--- src/logic/hackMemPkg.sv ---
package hackMemPkg;

	typedef logic [15:0] wordT; // Data word on every path
	typedef logic [15:0] addrT; // CPU address
	typedef logic [11:0] ramAddrT; // RAM word index
	typedef logic [1:0] ledT; // Board LEDs
	typedef logic [1:0] buttonT; // Raw board buttons

	// RAM occupies 0 to ramTop, devices sit at 4096 and up
	localparam addrT ramTop = 16'd3839; // Last RAM address
	localparam int ramWords = 3840; // RAM depth

	localparam addrT ioLed = 16'd4096; // LED register
	localparam addrT ioBut = 16'd4097; // Buttons, read only
	localparam addrT ioUartTx = 16'd4098; // UART transmit and busy
	localparam addrT ioGo = 16'd4103; // GO strobe, write only
	localparam addrT ioDebug0 = 16'd4107; // Debug words
	localparam addrT ioDebug1 = 16'd4108;
	localparam addrT ioDebug2 = 16'd4109;
	localparam addrT ioDebug3 = 16'd4110;
	localparam addrT ioDebug4 = 16'd4111;

	// Short bit period keeps frames cheap to simulate
	localparam int uartClksPerBit = 16; // Clocks per serial bit

	typedef enum logic [1:0] {
		idle, // Line high, waiting for a write
		start, // Start bit, line low
		data, // Eight data bits, LSB first
		stop // Stop bit, line high
	} uartIdleT;

endpackage

--- src/logic/ioRegisterBank.sv ---
`timescale 1ns/1ns

module ioRegisterBank (
	input logic clk,
	input logic rstN,
	input hackMemPkg::wordT inData,
	input logic loadLed,
	input logic loadGo,
	input logic [4:0] loadDebug, // One-hot debug strobes
	input hackMemPkg::buttonT buttonIn, // Asynchronous to clk
	output hackMemPkg::ledT ledOut,
	output logic goPulse,
	output hackMemPkg::wordT ledWord,
	output hackMemPkg::wordT butWord,
	output hackMemPkg::wordT debugWord0,
	output hackMemPkg::wordT debugWord1,
	output hackMemPkg::wordT debugWord2,
	output hackMemPkg::wordT debugWord3,
	output hackMemPkg::wordT debugWord4
);

	hackMemPkg::ledT ledReg; // LED state
	hackMemPkg::buttonT butMeta; // First sync stage
	hackMemPkg::buttonT butSync; // Second sync stage
	logic goReg; // GO strobe delayed one cycle
	hackMemPkg::wordT debugReg [5]; // Debug words 0 to 4

	always_ff @(posedge clk) begin
		if (!rstN) begin
			ledReg <= '0;
		end else if (loadLed) begin
			ledReg <= inData[1:0]; // Upper bits dropped
		end
	end

	always_ff @(posedge clk) begin
		if (!rstN) begin
			butMeta <= '0;
			butSync <= '0;
		end else begin
			butMeta <= buttonIn;
			butSync <= butMeta; // Stable two edges after input
		end
	end

	// High for exactly the cycle after the GO write
	always_ff @(posedge clk) begin
		if (!rstN) begin
			goReg <= 1'b0;
		end else begin
			goReg <= loadGo;
		end
	end

	always_ff @(posedge clk) begin
		if (!rstN) begin
			for (int i = 0; i < 5; i++) begin
				debugReg[i] <= '0;
			end
		end else begin
			for (int i = 0; i < 5; i++) begin
				if (loadDebug[i]) begin
					debugReg[i] <= inData;
				end
			end
		end
	end

	assign ledOut = ledReg;
	assign goPulse = goReg;

	assign ledWord = {14'd0, ledReg}; // Zero-extended read-back
	assign butWord = {14'd0, butSync};

	// Same words go to the read mux and the board pins
	assign debugWord0 = debugReg[0];
	assign debugWord1 = debugReg[1];
	assign debugWord2 = debugReg[2];
	assign debugWord3 = debugReg[3];
	assign debugWord4 = debugReg[4];

endmodule

--- config.mk ---
export PLATFORM = sky130hd
export DESIGN_NAME = ioRegisterBank
export DESIGN_NICKNAME = d
export VERILOG_FILES = /design/src/logic/hackMemPkg.sv /design/src/logic/ioRegisterBank.sv
export SDC_FILE = /design/constraint.sdc
export NUM_CORES = 1
export LEC_CHECK = 0
export BUFFER_PORTS_ARGS = -buffer_cell sky130_fd_sc_hd__buf_2
export CAP_MARGIN = 25
export CORE_UTILIZATION = 46
export DETAILED_ROUTE_END_ITERATION = 16
export PLACE_DENSITY = 0.79
export SYNTH_ARGS = -nofsm -noshare
export SYNTH_HDL_FRONTEND = slang
export SYNTH_SLANG_ARGS = --single-unit
export TNS_END_PERCENT = 5
--- constraint.sdc ---
create_clock -name clk -period 1.8 [get_ports clk]
set_input_delay 0.27 -clock clk [delete_from_list [all_inputs] [get_ports clk]]
set_output_delay 0.27 -clock clk [all_outputs]
set_load 0.02 [all_outputs]
==> After elaboration in Yosys (flattened, before gate mapping) <==
Memory sizes are Yosys's and may differ from the RTL's.
Cells that the tools add are included.
{ "classes": {"n_mux": 21, "addsub": 0, "div": 0, "n_eq_ne": 0, "n_lt_le_gt_ge": 0, "n_mul": 0, "n_shift": 0, "n_reduce_logical": 0, "bitwise_logic": 5} }
{ "op_table": {"columns": ["operator", "n"], "rows": [
  ["16-bit 2-to-1 mux", 5],
  ["1-bit 2-to-1 mux", 16],
  ["1-bit bitwise OR", 5]
]} }
{ "totals": {"regBits": 7, "memories": 1, "mem_bits_ro": 0, "mem_bits_rw": 80, "input_bits": 27, "latch_bits": 0, "wordCells": 31, "output_inout_bits": 115} }
{ "mem_list": {"columns": ["memory", "depth", "word_bits", "rd", "rd_clocked_by_memory_dff", "write_ports", "line_no", "source"], "rows": [
  ["debugReg", 5, 16, 5, 0, 5, "ioRegisterBank.sv:26", "hackMemPkg::wordT debugReg [5];"]
]} }

==> Depth between registers and ports, before layout <==
{ "logic_depth": {"word_depth": 4, "depth_mapped": 4, "depth_no_buf": 2} }

==> Worst setup path before layout <==
No wires, ideal clock.
{ "synth_path": {"path_type": "in2reg", "from": "in loadDebug[0]", "to": "mem debugReg[0][0] (netlist name), enable pin", "arrival_ps": 1023, "setup_time_ps": 372, "path_slack_ps": 405, "t_required_ps": 1428, "path_buffers": 1, "path_stages": 3, "cell_sequence": "clkinv_1 -> clkbuf_1 -> nand2_1"} }
{ "synth_lines": {"columns": ["item", "line_no", "source"], "rows": [
  ["start: declaration", "ioRegisterBank.sv:9", "input logic [4:0] loadDebug,"],
  ["end: declaration", "ioRegisterBank.sv:26", null]
]} }

==> key figures <==
Outcome
  – Status: complete, no violations

STA
  – Final setup TNS: 0 ns
  – Final min period: 1.20 ns
  – Final setup viols: 0
  – Fin. Hold Viols: 0
  – Worst slew margin: roughly two thirds
  – Worst-Margin Slew: 0.504 ns
  – Final worst slack: 0.598 ns
  – Slew Limit Fails: 0
  – Period utilization: 66.8%
  – RSZ-0062 raised after global routing: no
  – Max Clock Skew: approximately 0.000045 ns
  – Max Fclk: ~830 MHz

Clock tree
  – Clk_lat worst skew: 0.34 ns
  – CTS sink count: 87
  – Inserted Clock Buffers: 9
  – Clk buf depth: 2
  – # hold bufs at CTS: 0
  – Post-CTS setup repair buffer count: 0
  – CTS tree: done
  – Gates resized, CTS repair: 0
  – Root Buffer: clkbuf_8
  – H-tree Lvls: 3
  – Reg clk slew, reported paths: roughly 0.09 ns

Yosys
  – Avg Inst Size Synth: 17.9 um2
  – Syn Std Cell Area: 3060 um2
  – Post-synth ARST share: 0%
  – Largest cells by area after synthesis: edfxtp_1, buf_4, dfxtp_1
  – Seq/Total Area, Yosys: between 80% and 90%
  – Yosys top cell by area: edfxtp_1
  – Yosys cell types: 15
  – Post-Syn Instances: 171
  – Register bit total from synthesis: 87
  – Count leader, synth: edfxtp_1
  – Post-synth EDFFs: 80
  – Top-area cell type share of the netlist area: 78.5%
  – Yosys warnings: 0
  – Post-synth top cells: edfxtp_1, buf_4, nand2_1
  – Post-synth top flop: edfxtp_1

Critical path
  – CP cell instances: buf_2
  – CP bufs+invs: 1
  – Crit path kind: register to output port
  – Critical path's slowest cell: edfxtp_1
  – Cell family with most CP delay: flip-flops
  – Critical path arrival: 0.93 ns
  – R2r startpoint: ledOut[1]
  – Crit-path max cell delay: 0.41 ns
  – Endpoint class of the critical path: output port
  – Crit path required time: 1.53 ns
  – Startpoint types: register
  – Crit-path max FO: 1
  – Critical path launch point: debugReg[0][27]

Global routing
  – Gr ovfl total: 0
  – GRT Total Usage: 17.8%
  – First-pass GRT wire length: 9.03 mm
  – Largest net degree at the start of global routing: 29
  – Vias in the first global route: 1681
  – Initial antenna violation count: 0

Drt
  – DRT Pass-1 Iters: 4
  – Drt total wl: between 6 and 7 mm
  – Antenna-violating nets left: 0
  – Number of remaining DRC errors: 0
  – First-iteration detailed-routing DRC count: 82
  – Vias per cell: 4.78
  – Vias: 1797
  – WL/cell: 16.3 um

Cells and area
  – Cell Count, Final, Fillers Out: approximately 380
  – ANT cells: 0
  – Fill count: 463
  – Register area: 2540 um2
  – Area of the multi-input gates: approximately 360 um2
  – Share of cells above drive strength 1: between 40% and 50%
  – Area Growth Syn to Fin: 24.3%
  – Final net count: 321

Floorplanning
  – I/O pin total: 142
  – Die height: 83.6 um
  – Row cnt: 29
  – DIE AREA: between 6000 and 7000 um2
  – Core footprint: 6390 um2
  – Initial Util: 47.9%
  – Chip width: 83.6 um

Flow run
  – Max-Cap Viols: 0

Place
  – Place WS: 0.380 ns
  – GPL Wtd Cong: approximately 0.77
  – IO Port Bufs: ~110
  – HPWL Detailed: 4.08 mm
  – Placed Cells: between 300 and 400

Pwr
  – PwrDens: 1130 nW/um2
  – Leakage: between 0.0015 and 0.002 uW
  – Peak VDD IR: 0.000721 V

Min path
  – HP Class: input pin to register
  – Hold_sp: buttonIn[1]
==> power by group <==
group / switching (uW) / internal (uW)
combinational: 451 / 163
clock: 713 / 518
sequential: 46.3 / 2400
==> cell families after synthesis <==
| kind of cell | after synthesis | synth area share, % |
|---|---|---|
| other | 1 | 0.123 |
| buffers and inverters | 36 | 8.47 |
| flip-flops | 87 | 83.1 |
| AO/OA/AOI/OAI | 16 | 2.62 |
| multiplexers | 2 | 0.654 |
| AND/OR/NAND/NOR | 29 | 5.03 |
==> per-stage QoR <==
stage                     util (%)  cell area [um2]  hold slack [ns]  total power (uW)
after floorplan                  -             3160            0.397              2920
after global placement        56.7             3620            0.414              3100
after detailed placement      56.7             3620            0.422              3110
after CTS                     59.5             3800            0.116              4310
after global routing          59.5             3800            0.128              4420
final                         59.5             3800            0.125              4290
==> cell type report <==
| class | instances | area share (%) |
|---|---|---|
| clock inverter | 7 | 1.51 |
| tap | 77 | 2.53 |
| inverter | 1 | 0.0987 |
| sequential | 87 | 66.9 |
| timing repair buffer | 120 | 16.3 |
| clock buffer | 9 | 3.26 |
| multi-input combinational | 75 | 9.45 |
==> state kept, by name, summed over array words and instances (netlist names) <==
| signal | count |
|---|---|
| butSync | 2 |
| debugReg | 80 |
| ledOut | 2 |
| goPulse | 1 |
| butMeta | 2 |
==> per-layer routing <==
metal	GRT usage [%]	share of wire [%]	wire length, um
met4	9.40	1.9	116
met5	0	0	0
met3	4.85	11	690
met2	30.6	50	3100
met1	20.2	36	2230
==> final timing paths <==
kind	to	slack [ns]	depth (start not counted)
max	debugWord1[11]	0.60	1
min	butMeta[1]	0.12	2
max reg2reg	ledOut[1]	1.20	2
min reg2reg	butSync[0]	0.44	1
==> cell usage in the layout (no fill, tap or decap), drive strengths merged <==
master      n
buf       120
clkinv      5
nand2b      4
nor4        1
nor2b       2
nand2      17
mux2i       2
and2        5
inv         2
clkbuf      9
clkinvlp    1
dfxtp       7
conb       28
a21oi      16
edfxtp     80
Note: power is estimated with default switching activity, not from simulation.
