===== src/logic/hackMemPkg.sv =====
package hackMemPkg;

	typedef logic [15:0] wordT; // Data word on every path
	typedef logic [15:0] addrT; // CPU address
	typedef logic [11:0] ramAddrT; // RAM word index
	typedef logic [1:0] ledT; // Board LEDs
	typedef logic [1:0] buttonT; // Raw board buttons

	// RAM occupies 0 to ramTop, devices sit at 4096 and up
	localparam addrT ramTop = 16'd3839; // Last RAM address
	localparam int ramWords = 3840; // RAM depth

	localparam addrT ioLed = 16'd4096; // LED register
	localparam addrT ioBut = 16'd4097; // Buttons, read only
	localparam addrT ioUartTx = 16'd4098; // UART transmit and busy
	localparam addrT ioGo = 16'd4103; // GO strobe, write only
	localparam addrT ioDebug0 = 16'd4107; // Debug words
	localparam addrT ioDebug1 = 16'd4108;
	localparam addrT ioDebug2 = 16'd4109;
	localparam addrT ioDebug3 = 16'd4110;
	localparam addrT ioDebug4 = 16'd4111;

	// Short bit period keeps frames cheap to simulate
	localparam int uartClksPerBit = 16; // Clocks per serial bit

	typedef enum logic [1:0] {
		idle, // Line high, waiting for a write
		start, // Start bit, line low
		data, // Eight data bits, LSB first
		stop // Stop bit, line high
	} uartIdleT;

endpackage


===== src/logic/uartTx.sv =====
`timescale 1ns/1ns

module uartTx (
	input logic clk,
	input logic rstN,
	input logic loadUart, // Write to 4098
	input hackMemPkg::wordT inData, // Low byte is sent
	output logic txd, // Serial line that idles high
	output hackMemPkg::wordT uartWord // Bit 0 is busy
);

	hackMemPkg::uartIdleT state;
	logic [$clog2(hackMemPkg::uartClksPerBit)-1:0] clkCnt; // Clocks into current bit
	logic [2:0] bitIdx; // Data bit being sent
	logic [7:0] shiftReg; // Bit 0 is on the line
	logic lastClk; // Final clock of a bit period

	assign lastClk = (int'(clkCnt) == hackMemPkg::uartClksPerBit - 1);

	always_ff @(posedge clk) begin
		if (!rstN) begin
			state <= hackMemPkg::idle;
			clkCnt <= '0;
			bitIdx <= '0;
		end else begin
			clkCnt <= (state == hackMemPkg::idle || lastClk) ? '0 : clkCnt + 1'b1;
			case (state)
				hackMemPkg::idle: begin
					if (loadUart) begin
						state <= hackMemPkg::start; // Writes while busy never get here
					end
				end
				hackMemPkg::start: begin
					if (lastClk) begin
						state <= hackMemPkg::data;
						bitIdx <= '0;
					end
				end
				hackMemPkg::data: begin
					if (lastClk) begin
						bitIdx <= bitIdx + 1'b1;
						if (bitIdx == 3'd7) begin
							state <= hackMemPkg::stop;
						end
					end
				end
				default: begin
					if (lastClk) begin
						state <= hackMemPkg::idle; // Stop bit done
					end
				end
			endcase
		end
	end

	// Frame payload shifter
	always_ff @(posedge clk) begin
		if (state == hackMemPkg::idle && loadUart) begin
			shiftReg <= inData[7:0];
		end else if (state == hackMemPkg::data && lastClk) begin
			shiftReg <= {1'b0, shiftReg[7:1]}; // Next bit in LSB-first order
		end
	end

	always_comb begin
		case (state)
			hackMemPkg::start: txd = 1'b0;
			hackMemPkg::data: txd = shiftReg[0];
			default: txd = 1'b1; // Idle and stop
		endcase
	end

	assign uartWord = {15'd0, state != hackMemPkg::idle};

endmodule


===== config.mk =====
export PLATFORM = sky130hd
export DESIGN_NAME = uartTx
export DESIGN_NICKNAME = d
export VERILOG_FILES = /design/src/logic/hackMemPkg.sv /design/src/logic/uartTx.sv
export SDC_FILE = /design/constraint.sdc
export NUM_CORES = 1
export LEC_CHECK = 0
export BUFFER_PORTS_ARGS = -buffer_cell sky130_fd_sc_hd__buf_2
export CAP_MARGIN = 10
export CORE_ASPECT_RATIO = 0.8
export CORE_MARGIN = 2
export CORE_UTILIZATION = 48
export CTS_BUF_LIST = sky130_fd_sc_hd__clkbuf_8
export CTS_CLUSTER_DIAMETER = 60
export DETAILED_ROUTE_END_ITERATION = 10
export PLACE_DENSITY = 0.85
export SLEW_MARGIN = 10
export SYNTH_ARGS = -nofsm -noshare
export SYNTH_HDL_FRONTEND = slang
export SYNTH_SLANG_ARGS = --single-unit
export TNS_END_PERCENT = 1

===== constraint.sdc =====
create_clock -name clk -period 2.2 [get_ports clk]
set_input_delay 0.66 -clock clk [delete_from_list [all_inputs] [get_ports clk]]
set_output_delay 0.66 -clock clk [all_outputs]
set_load 0.005 [all_outputs]

# Word level (Yosys, flattened, before mapping)
# Cells that the tools add are included.
# classes
add_sub_neg	2
mul	0
div	0
n_lt_le_gt_ge	0
n_eq_ne	8
shift	0
mux	12
bitwise_logic	1
reduce_logical	11
# ops
cell	n
$mux 8	2
$mux 2	5
$ne 2x2->1 const B	4
$reduce_bool 2->1	4
$mux 3	2
$pmux 2 s3	1
$pmux 3 s2	1
$reduce_and 5->1	1
$add 4x1->4 const B	1
$eq 4x1->1 const B	1
$add 3x1->3 const B	1
$eq 3x3->1 const B	1
$reduce_and 3->1	1
$eq 2x1->1 const B	1
$eq 2x2->1 const B	1
$logic_and 1x1->1	2
$logic_not 2->1	1
$pmux 1 s2	1
$reduce_or 2->1	1
$logic_or 1x1->1	1
$not 1->1	1
# word_totals
reg_bits	17
latchBits	0
mem_bits_rw	0
mem_bits_ro	0
inputBits	19
output_inout_bits	17
wordCells	38
mem_count	0

# Logic depth before layout (Yosys ltp)
# Gate-level depths: netlist (run 1).
# logic_depth
depth_word	4
mapped_depth	5
depth_no_buf	5

# Worst setup path before layout (run 1)
# Ideal clock, no wire load.
# synth_timing
path_kind	register to register
from	register state[0]
to	register state[0]
setup_ns	0.072
arrival_time_ns	1.681
required_ns	2.128
setup_slack_ns	0.447
stages_incl_launch_ff	6
path_buffers	0
synth_period_minus_slack_ns	1.753
cell_sequence	dfxtp_1 > inv_1 > ha_1 > or3b_1 > a222oi_1 > mux2i_1
# synth_between
elab_chain_len	3
elab_cells_between_ends	10
classes_between	eq/ne (6); mux (1); reduce/logical (3)
# synth_lines
element	line_no	text
start: declaration	uartTx.sv:12	hackMemPkg::uartIdleT state;
start signal: assignment	uartTx.sv:22	state <= hackMemPkg::idle;
start signal: assignment	uartTx.sv:30	state <= hackMemPkg::start;
start signal: assignment	uartTx.sv:35	state <= hackMemPkg::data;
$eq 2x2->1 (tied with other cells)	uartTx.sv:27	case (state)
$ne 2x2->1 (no line) or $reduce_bool 2->1 (tied branches)	--	
$reduce_and 5->1 (no line)	--	
# Parallel ways exist; a longest one is shown, timed or not.
# A chain may end at the register's enable or synchronous reset.

# Final worst setup path (run 1)
# Same ends and word-level chain as after synthesis.

==> results of run 1 <==
==> worst max-delay path by stage <==
| stage | start | end | slack [ns] | cells after the start |
|---|---|---|---|---|
| after floorplan | state[0] | state[0] | 0.45 | 5 |
| final | state[0] | state[0] | 0.21 | 5 |
| after detailed placement | state[0] | state[0] | 0.19 | 5 |
| after global placement | state[0] | state[0] | 0.32 | 5 |
| after CTS | state[0] | state[0] | 0.18 | 5 |
| after global routing | state[0] | state[0] | 0.08 | 5 |
==> synth_stat cells <==
library cell / count / area [sq um]
buf_4: 15 / 113
dfxtp_1: 9 / 180
edfxtp_1: 8 / 240
ha_1: 8 / 100
inv_1: 8 / 30.0
mux2_2: 7 / 78.8
mux2i_1: 4 / 40.0
nand2_1: 4 / 15.0
nand3_1: 3 / 15.0
nor2_1: 3 / 11.3
nor2b_1: 3 / 18.8
a22oi_1: 2 / 15.0
and3_1: 2 / 12.5
xor2_1: 2 / 17.5
a21o_1: 1 / 7.51
a222oi_1: 1 / 10.0
and4_1: 1 / 8.76
clkbuf_1: 1 / 3.75
conb_1: 1 / 3.75
o2111ai_1: 1 / 8.76
o211ai_1: 1 / 7.51
or3b_1: 1 / 8.76
==> registers in the layout (all words and copies together) (netlist names) <==
register,count
state,2
shiftReg,8
bitIdx,3
clkCnt,4
==> area by class of cell <==
class / instances / area, sq um
flip-flops and latches: 17 / 420
clock inverters: 1 / 5.00
inverters: 8 / 30.0
clock buffers: 3 / 41.3
well taps: 24 / 30.0
multi-input cells: 59 / 432
fillers: 180 / 856
repair buffers: 12 / 60.1
==> worst register-to-register path: cells and delay by family (launching register included) <==
kind	cells	cell delay (ns)
AOI/OAI and AO/OA	1	0.55
and+or+nand+nor	1	0.38
DFF	1	0.33
adders and majority gates	1	0.30
muxes	1	0.24
buffers and inverters	1	0.11
==> cell families after synthesis <==
| logic type | count (synthesis) |
|---|---|
| DFF | 17 |
| buffers and inverters | 24 |
| AOI/OAI and AO/OA | 6 |
| muxes | 11 |
| other | 1 |
| xor gates and xnor gates | 2 |
| and+or+nand+nor | 17 |
| adders and majority gates | 8 |
==> layer usage <==
layer,up-vias,GRT usage [%],wire length [microns]
met5,-,0,0
met4,0,1.54,0
met3,0,7.24,103
met2,18,24.7,718
met1,267,17.3,607
li1,290,-,-
==> power by group through the flow <==
stage	Combinational, mW	Sequential, mW	Clock, mW
6_report	0.317	0.455	0.229
2_1_floorplan	0.260	0.454	0
3_3_place_gp	0.305	0.458	0
3_5_place_dp	0.324	0.463	0
4_1_cts	0.326	0.456	0.240
5_1_grt	0.363	0.463	0.250
==> impl_metrics.toml, run 1 <==
[run_status]
status = "complete, no violations"

[power_and_ir_drop]
powerDensity_nw_per_um2 = 983
irDropWorstVdd_uv = 604
cellLeakagePower_nw = 0.471
p_clk_share_pct = 22.9
p_seq_share_pct = 45.4
p_switching_uw = 298
internal-power_uw = 703
pwr-share-comb_pct = 31.7
total_power_mw = 1.00
sw_frac_of_total_pct = 29.8

[worst_setup_path]
crit_path_start_kind = "flip-flop"
crit_chain = "inv_1 -> ha_1 -> or3b_1 -> a222oi_1 -> mux2i_1"
worstSetupPathType = "reg2reg"
slowest_stage = "a222oi_1"
r2r_slack_ns = 0.21
cp.required_ns = 2.38
reg2reg_from = "state[0]"
worstPathArrival_ns = 2.17
critPathMaxFanout = 7
slowest_delay_ns = 0.55
critical_path.top_delay_family = "compound AO/OA/AOI/OAI gates"
worstReg2RegEnd = "state[0]"
r2r_cells = 5
critPathCaptureType = "flip-flop"
cp_num_buf_inv = 1

[min_path]
whs_endpoint = "clkCnt[0]"
worstHoldPathCells = 1
min-delay-start = "clkCnt[0]"
hold_class = "reg2reg"

[finish]
final_common_cell = "conb_1"
nets = 128
drive_gt1_share_pct = 23.0
diodes = 0
design_area_sq_um = 1020
final_cell_mix = "conb_1, buf_2, dfxtp_1"
final_util_pct = 54.3
synthToLayoutAreaGrowth_pct = 7.67
layout.cells.non_filler = 124

[cts]
cts_buffers = 3
clock_sinks = 17
postCtsSetupBuffers = 0
clockBufferDepth = 2
ctsHtreeMaxLevel = 1
clock-root-buffer = "clkbuf_8"
cts_tree = "done"
clkSlewWorstSetupHoldPaths_ns = 0.06
insertion_delay_ns = 0.25
post_cts_resized = 0
cts_hold_buf = 0

[sta]
slew_viol_final = 0
tns_ns = 0
finalHoldViolations = 0
layout_setup_ws_ns = 0.211
setup-violations-final = 0
worstMarginPinSlew_ns = 0.580
min_period_over_period_pct = 90.4
hold-worst-slack_ns = 0.453
slew-limit-headroom_pct = 61.3
rsz0062_at_grt = "false"
fmax_ghz = 0.503
fin_crit_ns = 1.99
finClkSkew_ns = 0.000678

[placed_design]
place_ws_ns = 0.195
placedCellCount = 120
portBuffers = 12
place_hpwl_microns = 1130
gp_congestion = 0.674
post_dp_cell_area_sq_um = 972

[grt]
grt-ovfl-total = 0
grt_pass1_wl_microns = 2360
grt_max_degree = 11
track_usage_pct = 14.6
grt_pass1_vias = 534
antenna_found_initial = 0

[detailed_routing]
drc_errors = 0
avgViaCountPerCell = 4.64
routed_wirelength_microns = 1430
firstDrtPassIters = 2
vias = 575
ant_nets = 0
drt_iter0_drc = 4
wire_per_inst_microns = 11.5

[floorplan]
core.rowCount = 14
io_pins = 36
coreArea_sq_um = 1870
die_h_microns = 43.7
die-area_sq_um = 2340
start_util_pct = 50.5
die_w_microns = 53.6

[logic_synthesis]
yosysWarningCount = 0
netlist_area_sq_um = 946
post_synth_fa_ha_maj_area_fraction_pct = 10.6
synth_top_family_by_area = "buffers and inverters"
seq_area_frac_synth_pct = 44.4
muxShareOfSynthArea_pct = 12.6
ys_ff_latch = 17
synthDistinctLibCells = 22
synth_xor_area_share_pct = 1.85
synth_cells = 86
synth-compound-area-share_pct = 5.16
synth-simple-area-share_pct = 9.52
syn_avg_cell_area_sq_um = 11.0

[flow_run]
maxCapViolations = 0
(Power assumes the default switching activity.)
==> inputs of run 2 (changes only) <==
- CORE_ASPECT_RATIO: 0.8 -> 1.1
==> run 2 against run 1 <==
  * Combinational power grew 2%
  * Via count grew 2.1%
  * Sequential share of layout area shrank 0.10 points
  * Critical endpoint is now state[1]
  * Global-route usage shrank 0.64 points
  * Critical path type unchanged
  * Count of clock-buffer cells in the layout is the same
  * Worst setup slack lost 0.0091 ns
  * Fmax shrank 0.45%
  * Die area is essentially flat
  * Register-to-register slack is essentially flat
  * Power is essentially flat
  * Clock skew is essentially flat
  * Critical path depth is the same
==> impl_metrics.toml, run 2 (synthesis results as in run 1) <==
[min_path]
hold_class = "reg2reg"

[run_status]
status = "complete, no violations"

[finish]
fill_cells = 159
multi_input_area_sq_um = 432
regArea_sq_um = 420
synthToLayoutAreaGrowth_pct = 7.94
largest_register = "shiftReg"
final_common_cell = "conb_1"
drive_gt1_share_pct = 22.0
design_area_sq_um = 1020
final_cell_mix = "conb_1, buf_2, inv_1, dfxtp_1"
final_util_pct = 56.0
largest_reg_flops = 8
reg.largest.list = "shiftReg: 8 flops, clkCnt: 4 flops, bitIdx: 3 flops"
diodes = 0
nets = 128

[floorplan]
start_util_pct = 51.9
die_w_microns = 46.3
die_h_microns = 50.6
io_pins = 36
core.rowCount = 16
coreArea_sq_um = 1820
die-area_sq_um = 2340

[worst_setup_path]
slowest_delay_ns = 0.55
slowest_stage = "a222oi_1"
crit_path_start_kind = "flip-flop"
critPathCaptureType = "flip-flop"
cp.required_ns = 2.38
crit_chain = "inv_1 -> ha_1 -> or3b_1 -> a222oi_1 -> mux2i_1"
critPathMaxFanout = 7
worstPathArrival_ns = 2.18
worstSetupPathType = "reg2reg"

[cts]
postCtsSetupBuffers = 0
cts_hold_buf = 0
insertion_delay_ns = 0.25
clock_sinks = 17
post_cts_resized = 0
cts_tree = "done"
clockBufferDepth = 2
ctsHtreeMaxLevel = 1
clkSlewWorstSetupHoldPaths_ns = 0.06
cts_buffers = 3
clock-root-buffer = "clkbuf_8"

[placed_design]
gp_congestion = 0.730
place_ws_ns = 0.263
place_hpwl_microns = 1080
post_dp_cell_area_sq_um = 976
portBuffers = 12

[sta]
fin_crit_ns = 2.00
worstMarginPinSlew_ns = 0.577
hold-worst-slack_ns = 0.455
slew-limit-headroom_pct = 61.5
finalHoldViolations = 0
tns_ns = 0
rsz0062_at_grt = "false"
fmax_ghz = 0.501
finClkSkew_ns = 0.00116
min_period_over_period_pct = 90.8
setup-violations-final = 0
slew_viol_final = 0
layout_setup_ws_ns = 0.202

[grt]
grt_max_degree = 10
antenna_found_initial = 0
grt_pass1_wl_microns = 2350
track_usage_pct = 14.0
grt_pass1_vias = 600
grt-ovfl-total = 0

[detailed_routing]
vias = 587
drc_errors = 0
wire_per_inst_microns = 11.5
drt_iter0_drc = 8
ant_nets = 0
firstDrtPassIters = 4
avgViaCountPerCell = 4.62
routed_wirelength_microns = 1460

[power_and_ir_drop]
cellLeakagePower_nw = 0.472
powerDensity_nw_per_um2 = 981
irDropWorstVdd_uv = 631

[flow_run]
maxCapViolations = 0
-- run 2: changes by cell type in the layout (fill, tap and decap cells not counted), sizes merged --
cell / previous run / this run
inv: 8 / 9
clkinv: 1 / 0
-- run 2: area by class of cell --
class                      count  share of cell area, %
clock buffer                   3                   4.04
clock inverter                 1                  0.368
inverter                       8                   2.94
multi-input combinational     59                   42.3
sequential                    17                   41.2
tap                           27                   3.31
timing repair buffer          12                   5.88
-- run 2: layer usage --
| metal | vias to the layer above | part of all wire (%) | GRT usage (%) |
|---|---|---|---|
| li1 | 292 | - | - |
| met1 | 277 | 42 | 15.1 |
| met2 | 16 | 52 | 24.5 |
| met3 | 2 | 4.4 | 2.52 |
| met4 | 0 | 0.89 | 7.14 |
| met5 | - | 0 | 0 |
-- run 2: critical path, delay by kind of cell (launching register included) --
family                   cells  cell delay (ns)
AO/OA/AOI/OAI                1             0.55
adder cells (fa/ha/maj)      1             0.30
buffers and inverters        1             0.11
flip-flops                   1             0.34
multiplexers                 1             0.24
AND/OR/NAND/NOR              1             0.38
-- run 2: final timing paths --
check                           startpoint         to  slack (ns)  cells after the start
worst max-delay path              state[0]   state[1]        0.20                      5
worst min-delay path             clkCnt[0]  clkCnt[0]        0.45                      1
worst max register to register    state[0]   state[1]        0.20                      5
worst min register to register   clkCnt[0]  clkCnt[0]        0.45                      1
-- run 2: power by group --
part | total [mW] | internal (mW) | switching (mW)
clock | 0.223 | 0.124 | 0.0992
combinational | 0.322 | 0.152 | 0.169
sequential | 0.457 | 0.425 | 0.0321
-- run 2: stage by stage --
step | total power, mW | instances
2_1_floorplan | 0.714 | 100
3_3_place_gp | 0.758 | 123
3_5_place_dp | 0.781 | 123
4_1_cts | 1.01 | 127
5_1_grt | 1.07 | 127
6_report | 1.00 | 127
