**src/logic/hackMemPkg.sv**
```systemverilog
package hackMemPkg;

	typedef logic [15:0] wordT; // Data word on every path
	typedef logic [15:0] addrT; // CPU address
	typedef logic [11:0] ramAddrT; // RAM word index
	typedef logic [1:0] ledT; // Board LEDs
	typedef logic [1:0] buttonT; // Raw board buttons

	// RAM occupies 0 to ramTop, devices sit at 4096 and up
	localparam addrT ramTop = 16'd3839; // Last RAM address
	localparam int ramWords = 3840; // RAM depth

	localparam addrT ioLed = 16'd4096; // LED register
	localparam addrT ioBut = 16'd4097; // Buttons, read only
	localparam addrT ioUartTx = 16'd4098; // UART transmit and busy
	localparam addrT ioGo = 16'd4103; // GO strobe, write only
	localparam addrT ioDebug0 = 16'd4107; // Debug words
	localparam addrT ioDebug1 = 16'd4108;
	localparam addrT ioDebug2 = 16'd4109;
	localparam addrT ioDebug3 = 16'd4110;
	localparam addrT ioDebug4 = 16'd4111;

	// Short bit period keeps frames cheap to simulate
	localparam int uartClksPerBit = 16; // Clocks per serial bit

	typedef enum logic [1:0] {
		idle, // Line high, waiting for a write
		start, // Start bit, line low
		data, // Eight data bits, LSB first
		stop // Stop bit, line high
	} uartIdleT;

endpackage

```
**src/logic/Memory.sv**
```systemverilog
`timescale 1ns/1ns

module Memory (
	input hackMemPkg::addrT address,
	input logic load,
	input hackMemPkg::wordT ramData, // RAM (0-3839)
	input hackMemPkg::wordT ledWord, // LED (4096)
	input hackMemPkg::wordT butWord, // BUT (4097)
	input hackMemPkg::wordT uartWord, // UART_TX (4098)
	input hackMemPkg::wordT debugWord0, // DEBUG0 (4107)
	input hackMemPkg::wordT debugWord1, // DEBUG1 (4108)
	input hackMemPkg::wordT debugWord2, // DEBUG2 (4109)
	input hackMemPkg::wordT debugWord3, // DEBUG3 (4110)
	input hackMemPkg::wordT debugWord4, // DEBUG4 (4111)
	output hackMemPkg::wordT out,
	output logic loadRam,
	output logic loadLed,
	output logic loadUart,
	output logic loadGo,
	output logic [4:0] loadDebug // One-hot, bit 0 is DEBUG0
);

	logic selRam; // Address decode hits
	logic selLed;
	logic selBut;
	logic selUart;
	logic selGo;
	logic [4:0] selDebug;

	assign selRam = (address <= hackMemPkg::ramTop); // 0x0000 to 0x0EFF
	assign selLed = (address == hackMemPkg::ioLed);
	assign selBut = (address == hackMemPkg::ioBut);
	assign selUart = (address == hackMemPkg::ioUartTx);
	assign selGo = (address == hackMemPkg::ioGo);
	assign selDebug[0] = (address == hackMemPkg::ioDebug0);
	assign selDebug[1] = (address == hackMemPkg::ioDebug1);
	assign selDebug[2] = (address == hackMemPkg::ioDebug2);
	assign selDebug[3] = (address == hackMemPkg::ioDebug3);
	assign selDebug[4] = (address == hackMemPkg::ioDebug4);

	// Decodes are disjoint, so at most one strobe fires
	assign loadRam = load & selRam;
	assign loadLed = load & selLed;
	assign loadUart = load & selUart;
	assign loadGo = load & selGo;
	assign loadDebug = selDebug & {5{load}}; // Buttons get no strobe

	always_comb begin
		if (selRam) begin
			out = ramData;
		end else if (selLed) begin
			out = ledWord;
		end else if (selBut) begin
			out = butWord;
		end else if (selUart) begin
			out = uartWord; // Busy flag for polling
		end else if (selDebug[0]) begin
			out = debugWord0;
		end else if (selDebug[1]) begin
			out = debugWord1;
		end else if (selDebug[2]) begin
			out = debugWord2;
		end else if (selDebug[3]) begin
			out = debugWord3;
		end else if (selDebug[4]) begin
			out = debugWord4;
		end else begin
			out = '0; // GO, gaps and dropped devices
		end
	end

endmodule

```
**config.mk**
```make
export PLATFORM = sky130hd
export DESIGN_NAME = Memory
export DESIGN_NICKNAME = d
export VERILOG_FILES = /design/src/logic/hackMemPkg.sv /design/src/logic/Memory.sv
export SDC_FILE = /design/constraint.sdc
export NUM_CORES = 1
export LEC_CHECK = 0
export ABC_AREA = 1
export BUFFER_PORTS_ARGS = -buffer_cell sky130_fd_sc_hd__buf_4
export CAP_MARGIN = 5
export CORE_AREA = 2 2 71 73
export DETAILED_ROUTE_END_ITERATION = 8
export DIE_AREA = 0 0 73 75
export PLACE_DENSITY = 0.83
export SYNTH_ARGS = -nofsm -noshare
export SYNTH_HDL_FRONTEND = slang
export SYNTH_SLANG_ARGS = --single-unit
```
**constraint.sdc**
```tcl
create_clock -name vclk -period 2.39
set_input_delay 0.239 -clock vclk [all_inputs]
set_output_delay 0.239 -clock vclk [all_outputs]
set_load 0.005 [all_outputs]
```
# Yosys cells after proc, flatten, opt, wreduce, memory -nomap -nowiden
# Cells that the tools add are included.
[op_classes]
n_lt_le_gt_ge = 1
n_eq_ne = 9
n_mux = 9
bitwise = 5
[op_table]
columns = ["cell", "count"]
rows = [
  ["$eq A16 B13 Y1 const B", 9],
  ["$mux W16", 9],
  ["$le A16 B12 Y1 const B", 1],
  ["$and A5 B5 Y5", 1],
  ["$and A1 B1 Y1", 4],
]
[totals]
register_bits = 0
in_bits = 161

# Longest topological paths before layout
# Gate-level depths: netlist (run 1).
[depth]
depth_word = 10
depth_mapped = 12
ltp_nobuf = 10

# Worst setup path after synthesis (run 1)
# OpenSTA, ideal clock, no wires.
[synth_timing]
kind = "input to output"
from = "in address[6]"
to = "out out[0]"
arrival_ps = 1263
required_time_ps = 2151
slack_ps = 888
stages = 8
n_path_buf = 1
cell_sequence = "nor2_1 -> nand2_2 -> inv_2 -> nand3_1 -> nor3_4 -> buf_2 -> nand2_1 -> nand3_1"
[synth_between]
elab_chain_len = 10
word_cells_on_any_way = 18
classes_between = "1 x order compare; 8 x eq/ne; 9 x mux"
[synth_rtl]
columns = ["element", "line_no", "rtl"]
rows = [
  ["from (decl)", "Memory.sv:4", "input hackMemPkg::addrT address,"],
  ["$eq A16 B13 Y1", "Memory.sv:39", "assign selDebug[4] = (address == hackMemPkg::ioDebug4);"],
  ["$mux W16", "Memory.sv:65", "end else if (selDebug[4]) begin"],
  ["$mux W16", "Memory.sv:63", "end else if (selDebug[3]) begin"],
  ["$mux W16", "Memory.sv:61", "end else if (selDebug[2]) begin"],
  ["$mux W16", "Memory.sv:59", "end else if (selDebug[1]) begin"],
  ["$mux W16", "Memory.sv:57", "end else if (selDebug[0]) begin"],
  ["$mux W16", "Memory.sv:55", "end else if (selUart) begin"],
  ["$mux W16", "Memory.sv:53", "end else if (selBut) begin"],
  ["$mux W16", "Memory.sv:51", "end else if (selLed) begin"],
  ["$mux W16 (*)", "Memory.sv:49", "if (selRam) begin"],
  ["to (decl)", "Memory.sv:15", "output hackMemPkg::wordT out,"],
]
# Every way passes the cells marked *; elsewhere a longest branch is shown, timed or not.

# Final worst setup path (run 1)
[layout_timing]
from = "in address[6]"
to = "out out[12]"
# The elaborated chain is that of the path after synthesis.

==> results by group, run 1 <==
Status
  – Status: completed

Setup path
  – Arr. time, crit path: 1.72 ns
  – CP Launch Type: input pin
  – Critical path class: in2out
  – CP required: 2.15 ns
  – Maximum net fanout on the critical path: 16
  – Crit end category: primary output

Synth
  – Mapped Area: 0.001506 mm2
  – Yosys cell types: 17
  – Yosys top cell area share: 22.67%
  – Synth area leaders: nand2_1 23%, nand3_1 22%, nor2_1 20%
  – Synthesized net count: 494
  – Mean Syn Cell Area: 4.524 um2
  – Post-synthesis sequential area ratio: 0%
  – Yosys top cell by area: nand2_1
  – Post-Synthesis Cells: 333
  – Synth Warn #: 0

Die
  – Die Area: 0.005475 mm2
  – Initial Utilization: 32.32%
  – Core Area: 0.004661 mm2
  – Rows: 25
  – Top Ports: 186
  – Die Y-Extent: 75 um
  – Die Wd: 73 um

Global route
  – Total track usage: 23.45%
  – Antenna violations before repair: 0
  – Vias in the first global route: 2443
  – First-pass GRT wire length: 10.47 mm
  – GR Overflow Total: 0
  – Largest net degree at the start of global routing: 27

Routing
  – Wirelength per Cell: 12.55 um
  – ANT nets after route: 0
  – Detailed Route WL: 7.052 mm
  – DR DRC count: 0
  – Violation count after the first detailed-routing iteration: 114
  – Vias per cell: 4.799
  – Pre-Repair DR Iteration Count: 4
  – Via count: 2697

Timing
  – Slew HR: 58.53%
  – Achievable Freq: 510.7 MHz
  – Final setup viols: 0
  – Worst hold margin: 0.7554 ns
  – Slew @ Worst Pin: 0.6200 ns
  – Setup TNS: 0 ns
  – Min Tclk post-route: 1.958 ns
  – Final count of pins violating max slew: 0
  – RSZ-0062 raised after global routing: false
  – Period Utilization, post-route: 81.93%
  – Hold Vio Cnt, Final: 0

Finish
  – Post-route cell area: 0.002910 mm2
  – Register area: 0 um2
  – Area grow syn2layout: 93.19%
  – Fin nets: 671
  – Final Util: 62.44%
  – Share of post-route cells with drive strength above 1: 41.34%
  – Antenna cells: 0
  – # clk buffers: 0
  – Seq_cells: 0

Clock network
  – Hold_buf cts: 0
  – Post-cts resize count: 0
  – Setup Buffers After CTS: 0

Pwr
  – Comb power frac: 100.0%
  – Clk pwr share: 0%
  – NetSw: 0.00007375 W
  – Tot Pwr: 0.0002550 W
  – Peak supply drop: 71.81 uV
  – PwrDens: 87.61 mW/mm2
  – Switching Share: 28.92%
  – Cell Int Power: 0.0001812 W
  – Flop pwr share: 0%
  – Leak pwr: 1.693 nW

Placed design
  – Hpwl dp: 6.136 mm
  – Dpl cell area: 0.002910 mm2
  – PortBufs: 186
  – Global placement routability congestion: 0.9858

Flow run
  – Max-Cap Viols: 0

Hold path
  – Worst min path class: in2out
## layout by cell type, fill, tap and decap left out
| master | instances |
|---|---|
| inv_2 | 5 |
| nor2_4 | 3 |
| and2_1 | 2 |
| inv_1 | 36 |
| nor2_2 | 5 |
| nand2_2 | 4 |
| nand4_1 | 18 |
| nor3_4 | 1 |
| buf_4 | 190 |
| nand3_1 | 66 |
| nor4_1 | 3 |
| nand2_1 | 91 |
| nand4_2 | 1 |
| buf_12 | 1 |
| nor2_1 | 82 |
## worst max-delay path, cell delays in order
cell	delay [ns]
buf_4	0.11
nor2_1	0.12
nand2_2	0.18
inv_2	0.10
nand3_1	0.11
nor3_4	0.50
nand2_1	0.12
nand3_1	0.11
buf_4	0.11
## per-stage QoR
stage	setup slack, ns	std cells
finish	0.4319	562
global route	0.2261	562
CTS	0.4166	562
detailed placement	0.4200	562
global placement	0.4548	562
floorplan	0.8880	333
## power by group through the flow
stage / clock [W] / sequential, W / combinational, W
after global routing: 0 / 0 / 0.000276
after global placement: 0 / 0 / 0.000251
after CTS: 0 / 0 / 0.000256
after detailed placement: 0 / 0 / 0.000254
after floorplan: 0 / 0 / 0.0000375
final: 0 / 0 / 0.000255
## Yosys cell counts
| master | n |
|---|---|
| nand4_2 | 1 |
| nand2_2 | 4 |
| clkbuf_1 | 2 |
| buf_2 | 7 |
| nand4_1 | 18 |
| and2_1 | 2 |
| nor2_2 | 5 |
| nor2_4 | 3 |
| buf_4 | 3 |
| nor2_1 | 82 |
| nand2_1 | 91 |
| nor4_1 | 3 |
| inv_2 | 5 |
| nor3_4 | 1 |
| inv_1 | 36 |
| buf_6 | 4 |
| nand3_1 | 66 |
## per-layer routing
| layer | GRT usage (%) | wire, um | share of wire [%] | up-vias |
|---|---|---|---|---|
| met5 | 0 | 0 | 0 | - |
| li1 | - | - | - | 1406 |
| met3 | 4.284 | 783 | 11 | 13 |
| met4 | 5.761 | 182 | 2.6 | 0 |
| met2 | 45.45 | 3585 | 51 | 142 |
| met1 | 26.22 | 2501 | 35 | 1136 |
## worst paths after layout
path  cells after the start  slack [ns]      end        from
max                       9        0.43  out[12]  address[6]
min                       3        0.76   loadGo  address[3]
## area by class of cell
class                      count  area (um2)
fill                         459        1750
inverter                      41       153.9
multi-input combinational    276        1242
timing repair buffer         191        1446
tap                           54       67.56
## cells by family (layout without fill, tap and decap cells)
logic type	Yosys count	count (layout)	synth area share [%]
AND/OR/NAND/NOR	276	276	82.48
buffers and inverters	57	232	17.52
Power figures use the tool's default switching activity.
==> run 2: changes to the inputs <==
--- a/config.mk
+++ b/config.mk
@@ -8,10 +8,11 @@
 export ABC_AREA = 1
 export BUFFER_PORTS_ARGS = -buffer_cell sky130_fd_sc_hd__buf_4
 export CAP_MARGIN = 5
-export CORE_AREA = 2 2 71 73
+export CORE_ASPECT_RATIO = 0.75
+export CORE_MARGIN = 1
+export CORE_UTILIZATION = 31
 export DETAILED_ROUTE_END_ITERATION = 8
-export DIE_AREA = 0 0 73 75
-export PLACE_DENSITY = 0.83
+export PLACE_DENSITY = 0.84
 export SYNTH_ARGS = -nofsm -noshare
 export SYNTH_HDL_FRONTEND = slang
 export SYNTH_SLANG_ARGS = --single-unit
==> constraint.sdc (replaced) <==
create_clock -name vclk -period 1.7
set_input_delay 0.17 -clock vclk [all_inputs]
set_output_delay 0.17 -clock vclk [all_outputs]
set_load 0.005 [all_outputs]
==> results by group, run 2 (same netlist as run 1, synthesis figures left out) <==
Routing
  – DR DRC count: 0 (unchanged)
  – Detailed Route WL: 8.595 mm (was 7.052 mm)
  – Vias per cell: 5.073 (was 4.799)
  – Via count: 2973 (was 2697)
  – Pre-Repair DR Iteration Count: 5 (was 4)
  – Wirelength per Cell: 14.67 um (was 12.55 um)
  – Violation count after the first detailed-routing iteration: 137 (was 114)
  – ANT nets after route: 0 (unchanged)

Pwr
  – Cell Int Power: 0.0002708 W (was 0.0001812 W)
  – Leak pwr: 1.888 nW (was 1.693 nW)
  – Clk pwr share: 0% (about the same)
  – Comb power frac: 100.0% (about the same)
  – Peak supply drop: 101.3 uV (was 71.81 uV)
  – NetSw: 0.0001328 W (was 0.00007375 W)
  – PwrDens: 117.9 mW/mm2 (was 87.61 mW/mm2)
  – Switching Share: 32.91% (was 28.92%)
  – Flop pwr share: 0% (about the same)

Setup path
  – Maximum net fanout on the critical path: 8 (was 16)
  – Crit end category: primary output (unchanged)
  – Number of buffer and inverter stages on the critical path: 4 (was 3)
  – CP top delay family: simple AND/OR/NAND/NOR gates (unchanged)
  – Delay of the slowest critical-path stage: 0.18 ns (was 0.50 ns)
  – CP required: 1.53 ns (was 2.15 ns)
  – CP Cell Sequence: buf_6, nor2_4, nand2_2, nor2_4, buf_12, and2_4, clkbuf_16, nand2_2, nand4_1, nor2_1, nand3_1, buf_4 (was buf_4, nor2_1, nand2_2, inv_2, nand3_1, nor3_4, nand2_1, nand3_1, buf_4)
  – Critical path class: in2out (unchanged)
  – Worst path slowest cell: and2_4 (was nor3_4)
  – CP Launch Type: input pin (unchanged)
  – Arr. time, crit path: 1.55 ns (was 1.72 ns)

Die
  – Die Y-Extent: 62.37 um (was 75 um)
  – Rows: 21 (was 25)
  – Core Area: 0.004572 mm2 (was 0.004661 mm2)
  – Die Wd: 82.50 um (was 73 um)
  – Die Area: 0.005145 mm2 (was 0.005475 mm2)
  – Top Ports: 186 (unchanged)
  – Initial Utilization: 32.95% (was 32.32%)

Placed design
  – Global placement routability congestion: 1.006 (was 0.9858)
  – PortBufs: 186 (unchanged)
  – Dpl cells: 572 (was 562)
  – Hpwl dp: 6.193 mm (was 6.136 mm)
  – Dpl cell area: 0.003017 mm2 (was 0.002910 mm2)

Finish
  – Filler Cell Count: 378 (was 459)
  – Area occupied by multi-input gates: 0.001405 mm2 (was 0.001242 mm2)
  – Share of post-route cells with drive strength above 1: 49.53% (was 41.34%)
  – Seq_cells: 0 (unchanged)
  – Antenna cells: 0 (unchanged)
  – Post-route cell area: 0.003425 mm2 (was 0.002910 mm2)
  – Area grow syn2layout: 127.3% (was 93.19%)
  – # clk buffers: 0 (unchanged)
  – Final Util: 74.90% (was 62.44%)
  – Commonest non-fill, non-tap cell in the layout: buf_4 (unchanged)
  – Non-Filler Instances: 586 (was 562)
  – Register area: 0 um2 (unchanged)
  – Most frequent cells in the layout: 191 x buf_4, 82 x nand2_1, 67 x nor2_1, 62 x nand3_1, 35 x inv_1 (was 190 x buf_4, 91 x nand2_1, 82 x nor2_1, 66 x nand3_1, 36 x inv_1)
  – Fin nets: 692 (was 671)

Clock network
  – Hold_buf cts: 0 (unchanged)

Hold path
  – Worst min path class: in2out (unchanged)
  – Worst Hold Path EP: out[11] (was loadGo)
  – Hold Crit Start: ledWord[11] (was address[3])
  – Hold Path Cell Cnt: 4 (was 3)

Timing
  – Hold Vio Cnt, Final: 0 (unchanged)
  – Final count of pins violating max slew: 0 (unchanged)
  – Period Utilization, post-route: 101.1%
  – Setup TNS: -0.01865 ns (was 0 ns)
  – RSZ-0062 raised after global routing: true (was false)
  – Slew @ Worst Pin: 0.3652 ns (was 0.6200 ns)
  – Slew HR: 75.43% (was 58.53%)
  – Final Worst Setup Slack: -0.01865 ns (was 0.4319 ns)
  – Final setup viols: 1 (was 0)
  – Min Tclk post-route: 1.719 ns
  – Achievable Freq: 581.9 MHz

Global route
  – Largest net degree at the start of global routing: 22 (was 27)
  – First-pass GRT wire length: 11.50 mm (was 10.47 mm)
  – Total track usage: 27.91% (was 23.45%)
  – GR Overflow Total: 0 (unchanged)
  – Vias in the first global route: 2678 (was 2443)
  – Antenna violations before repair: 0 (unchanged)

Flow run
  – Max-Cap Viols: 0 (unchanged)

Status
  – Status: finished, violations left (was completed)
  – Failing checks: setup timing
## run 2: changes by cell type in the layout (fill, tap and decap cells not counted), sizes merged
| cell | previous run | this run |
|---|---|---|
| buf | 191 | 207 |
| nand2 | 95 | 96 |
| clkbuf | 0 | 4 |
## run 2: power groups by stage
stage          combinational (W)  sequential [W]  clock, W
2_1_floorplan          0.0000527               0         0
6_report                0.000404               0         0
3_3_place_gp            0.000365               0         0
4_1_cts                 0.000371               0         0
3_5_place_dp            0.000367               0         0
5_1_grt                 0.000432               0         0
## run 2: worst max path at each step
stage                      startpoint      to  slack [ns]  cells past startpoint
after CTS                  address[6]  out[6]        0.01                     11
final                     address[11]  out[8]       -0.02                     12
after global placement    address[15]  out[6]        0.03                     12
after detailed placement   address[6]  out[6]       0.009                     11
after global routing      address[12]  out[8]       -0.09                     14
after floorplan            address[6]  out[0]        0.34                      8
## run 2: what timing repair did
action / CTS / global route
setup endpoints to repair: 1 / 16
gates resized for setup: 3 / 50
setup buffers: 3 / 5
pin swaps: 1 / 29
hold endpoints to repair: 0 / 0
gates cloned: 1 / 6
## run 2: area by class of cell
type / instances / share of cell area (%)
inverter: 41 / 4.567
multi-input combinational: 277 / 41.03
tap: 57 / 2.083
timing repair buffer: 211 / 52.32
## run 2: metal layers
| layer | vias to the layer above | global-route usage [%] | wire length [um] |
|---|---|---|---|
| met3 | 20 | 3.358 | 743 |
| met5 | - | 0 | 0 |
| met4 | 0 | 6.466 | 216 |
| met2 | 179 | 53.41 | 4345 |
| met1 | 1314 | 31.96 | 3291 |
| li1 | 1460 | - | - |
## run 2: through the flow
step | power, W | setup slack (ns) | hold WS, ns
after floorplan | 0.00005270 | 0.3360 | 0.3754
after CTS | 0.0003707 | 0.01380 | 0.6167
after detailed placement | 0.0003670 | 0.008825 | 0.6172
after global routing | 0.0004321 | -0.08626 | 0.6489
final | 0.0004036 | -0.01865 | 0.6214
after global placement | 0.0003655 | 0.02778 | 0.6163
==> run 3: changes to the inputs <==
==> constraint.sdc (replaced) <==
create_clock -name vclk -period 1.7
set_input_delay 0.085 -clock vclk [all_inputs]
set_output_delay 0.085 -clock vclk [all_outputs]
set_load 0.005 [all_outputs]
==> results by group, run 3 (same netlist as run 1, synthesis figures left out) <==
Status
  – Status: completed (was finished, violations left)

Timing
  – Setup TNS: 0 ns (was -0.01865 ns)
  – Slew @ Worst Pin: 0.5283 ns (was 0.3652 ns)
  – Min Tclk post-route: 1.612 ns (was 1.719 ns)
  – Hold Vio Cnt, Final: 0 (unchanged)
  – Final Worst Setup Slack: 0.08752 ns (was -0.01865 ns)
  – Final setup viols: 0 (was 1)
  – Achievable Freq: 620.2 MHz (was 581.9 MHz)
  – Final count of pins violating max slew: 0 (unchanged)
  – Period Utilization, post-route: 94.85% (was 101.1%)
  – Slew HR: 64.74% (was 75.43%)

Placed design
  – PortBufs: 186 (unchanged)
  – Worst slack at placement: 0.1399 ns (was 0.008825 ns)
  – Hpwl dp: 6.168 mm (was 6.193 mm)
  – Dpl cell area: 0.002967 mm2 (was 0.003017 mm2)
  – Global placement routability congestion: 0.9309 (was 1.006)

Finish
  – Commonest non-fill, non-tap cell in the layout: buf_4 (unchanged)
  – Filler Cell Count: 438 (was 378)
  – Area grow syn2layout: 99.75% (was 127.3%)
  – Register area: 0 um2 (unchanged)
  – Post-route cell area: 0.003009 mm2 (was 0.003425 mm2)
  – Seq_cells: 0 (unchanged)
  – Most frequent cells in the layout: 190 x buf_4, 91 x nand2_1, 81 x nor2_1, 66 x nand3_1, 36 x inv_1 (was 191 x buf_4, 82 x nand2_1, 67 x nor2_1, 62 x nand3_1, 35 x inv_1)
  – Share of post-route cells with drive strength above 1: 42.19% (was 49.53%)
  – Fin nets: 675 (was 692)
  – Area occupied by multi-input gates: 0.001252 mm2 (was 0.001405 mm2)
  – # clk buffers: 0 (unchanged)
  – Final Util: 65.82% (was 74.90%)
  – Antenna cells: 0 (unchanged)

Die
  – Rows: 21 (unchanged)
  – Top Ports: 186 (unchanged)
  – Die Y-Extent: 62.37 um (unchanged)
  – Die Wd: 82.50 um (unchanged)
  – Core Area: 0.004572 mm2 (unchanged)
  – Die Area: 0.005145 mm2 (unchanged)
  – Initial Utilization: 32.95% (unchanged)

Flow run
  – Max-Cap Viols: 0 (unchanged)

Routing
  – Violation count after the first detailed-routing iteration: 105 (was 137)
  – Pre-Repair DR Iteration Count: 4 (was 5)
  – DR DRC count: 0 (unchanged)
  – Via count: 2766 (was 2973)
  – Detailed Route WL: 7.527 mm (was 8.595 mm)
  – ANT nets after route: 0 (unchanged)
  – Wirelength per Cell: 13.23 um (was 14.67 um)
  – Vias per cell: 4.861 (was 5.073)

Setup path
  – Arr. time, crit path: 1.53 ns (was 1.55 ns)
  – Crit end category: primary output (unchanged)
  – Number of buffer and inverter stages on the critical path: 3 (was 4)
  – CP required: 1.62 ns (was 1.53 ns)
  – Critical path class: in2out (unchanged)
  – CP top delay family: simple AND/OR/NAND/NOR gates (unchanged)
  – Crit path from: address[15] (was address[11])
  – CP Cell Sequence: buf_4, nor2_2, nand2_2, nor2_4, clkbuf_16, nand3_1, nand2_1, nor2_1, nand4_1, nor2_1, nand3_1, buf_4 (was buf_6, nor2_4, nand2_2, nor2_4, buf_12, and2_4, clkbuf_16, nand2_2, nand4_1, nor2_1, nand3_1, buf_4)
  – CP Launch Type: input pin (unchanged)
  – Delay of the slowest critical-path stage: 0.28 ns (was 0.18 ns)
  – Worst path slowest cell: nor2_4 (was and2_4)
  – Maximum net fanout on the critical path: 21 (was 8)

Global route
  – GR Overflow Total: 0 (unchanged)
  – First-pass GRT wire length: 11.07 mm (was 11.50 mm)
  – Largest net degree at the start of global routing: 43 (was 22)
  – Antenna violations before repair: 0 (unchanged)
  – Total track usage: 26.97% (was 27.91%)
  – Vias in the first global route: 2642 (was 2678)

Pwr
  – Leak pwr: 1.743 nW (was 1.888 nW)
  – Peak supply drop: 100.3 uV (was 101.3 uV)
  – PwrDens: 121.9 mW/mm2 (was 117.9 mW/mm2)
  – Tot Pwr: 0.0003667 W (was 0.0004036 W)

Clock network
  – Hold_buf cts: 0 (unchanged)

Hold path
  – Hold Crit Start: address[3] (was ledWord[11])
  – Worst min path class: in2out (unchanged)
-- run 3: final cells by class --
class              count  area share [%]
repair buffers       195           50.89
inverters             41           5.114
well taps             57           2.370
multi-input cells    276           41.62
-- run 3: tightest hold or removal path: cells and delay by family --
| family | cells | cell delay, ns |
|---|---|---|
| buffers and inverters | 2 | 0.23 |
| AND/OR/NAND/NOR | 1 | 0.05 |
-- run 3: worst paths after layout --
kind / end / slack [ns] / cells after the start
worst max-delay path: out[12] / 0.09 / 12
worst min-delay path: loadGo / 0.45 / 3
-- run 3: what timing repair did --
item                       CTS  global route
setup endpoints to repair    0             4
gates resized for setup      0             3
setup buffers                0             1
-- run 3: report_power, final --
| group | total, W | internal (W) | leakage (nW) | switching (W) |
|---|---|---|---|---|
| Clock | 0 | 0 | 0 | 0 |
| Combinational | 0.000367 | 0.000256 | 1.74 | 0.000111 |
| Sequential | 0 | 0 | 0 | 0 |
-- run 3: metal layers --
metal  track usage, %  wire, um  vias up
li1                 -         -     1417
met1            30.14      2883     1203
met2            51.55      3815      130
met3            3.942       662       16
met4            7.112       165        0
met5                0         0        -
-- run 3: metrics by stage --
step           cells  hold slack (ns)
2_1_floorplan    333           0.2054
4_1_cts          567           0.4505
3_5_place_dp     567           0.4506
5_1_grt          569           0.4638
3_3_place_gp     567           0.4428
6_report         569           0.4502
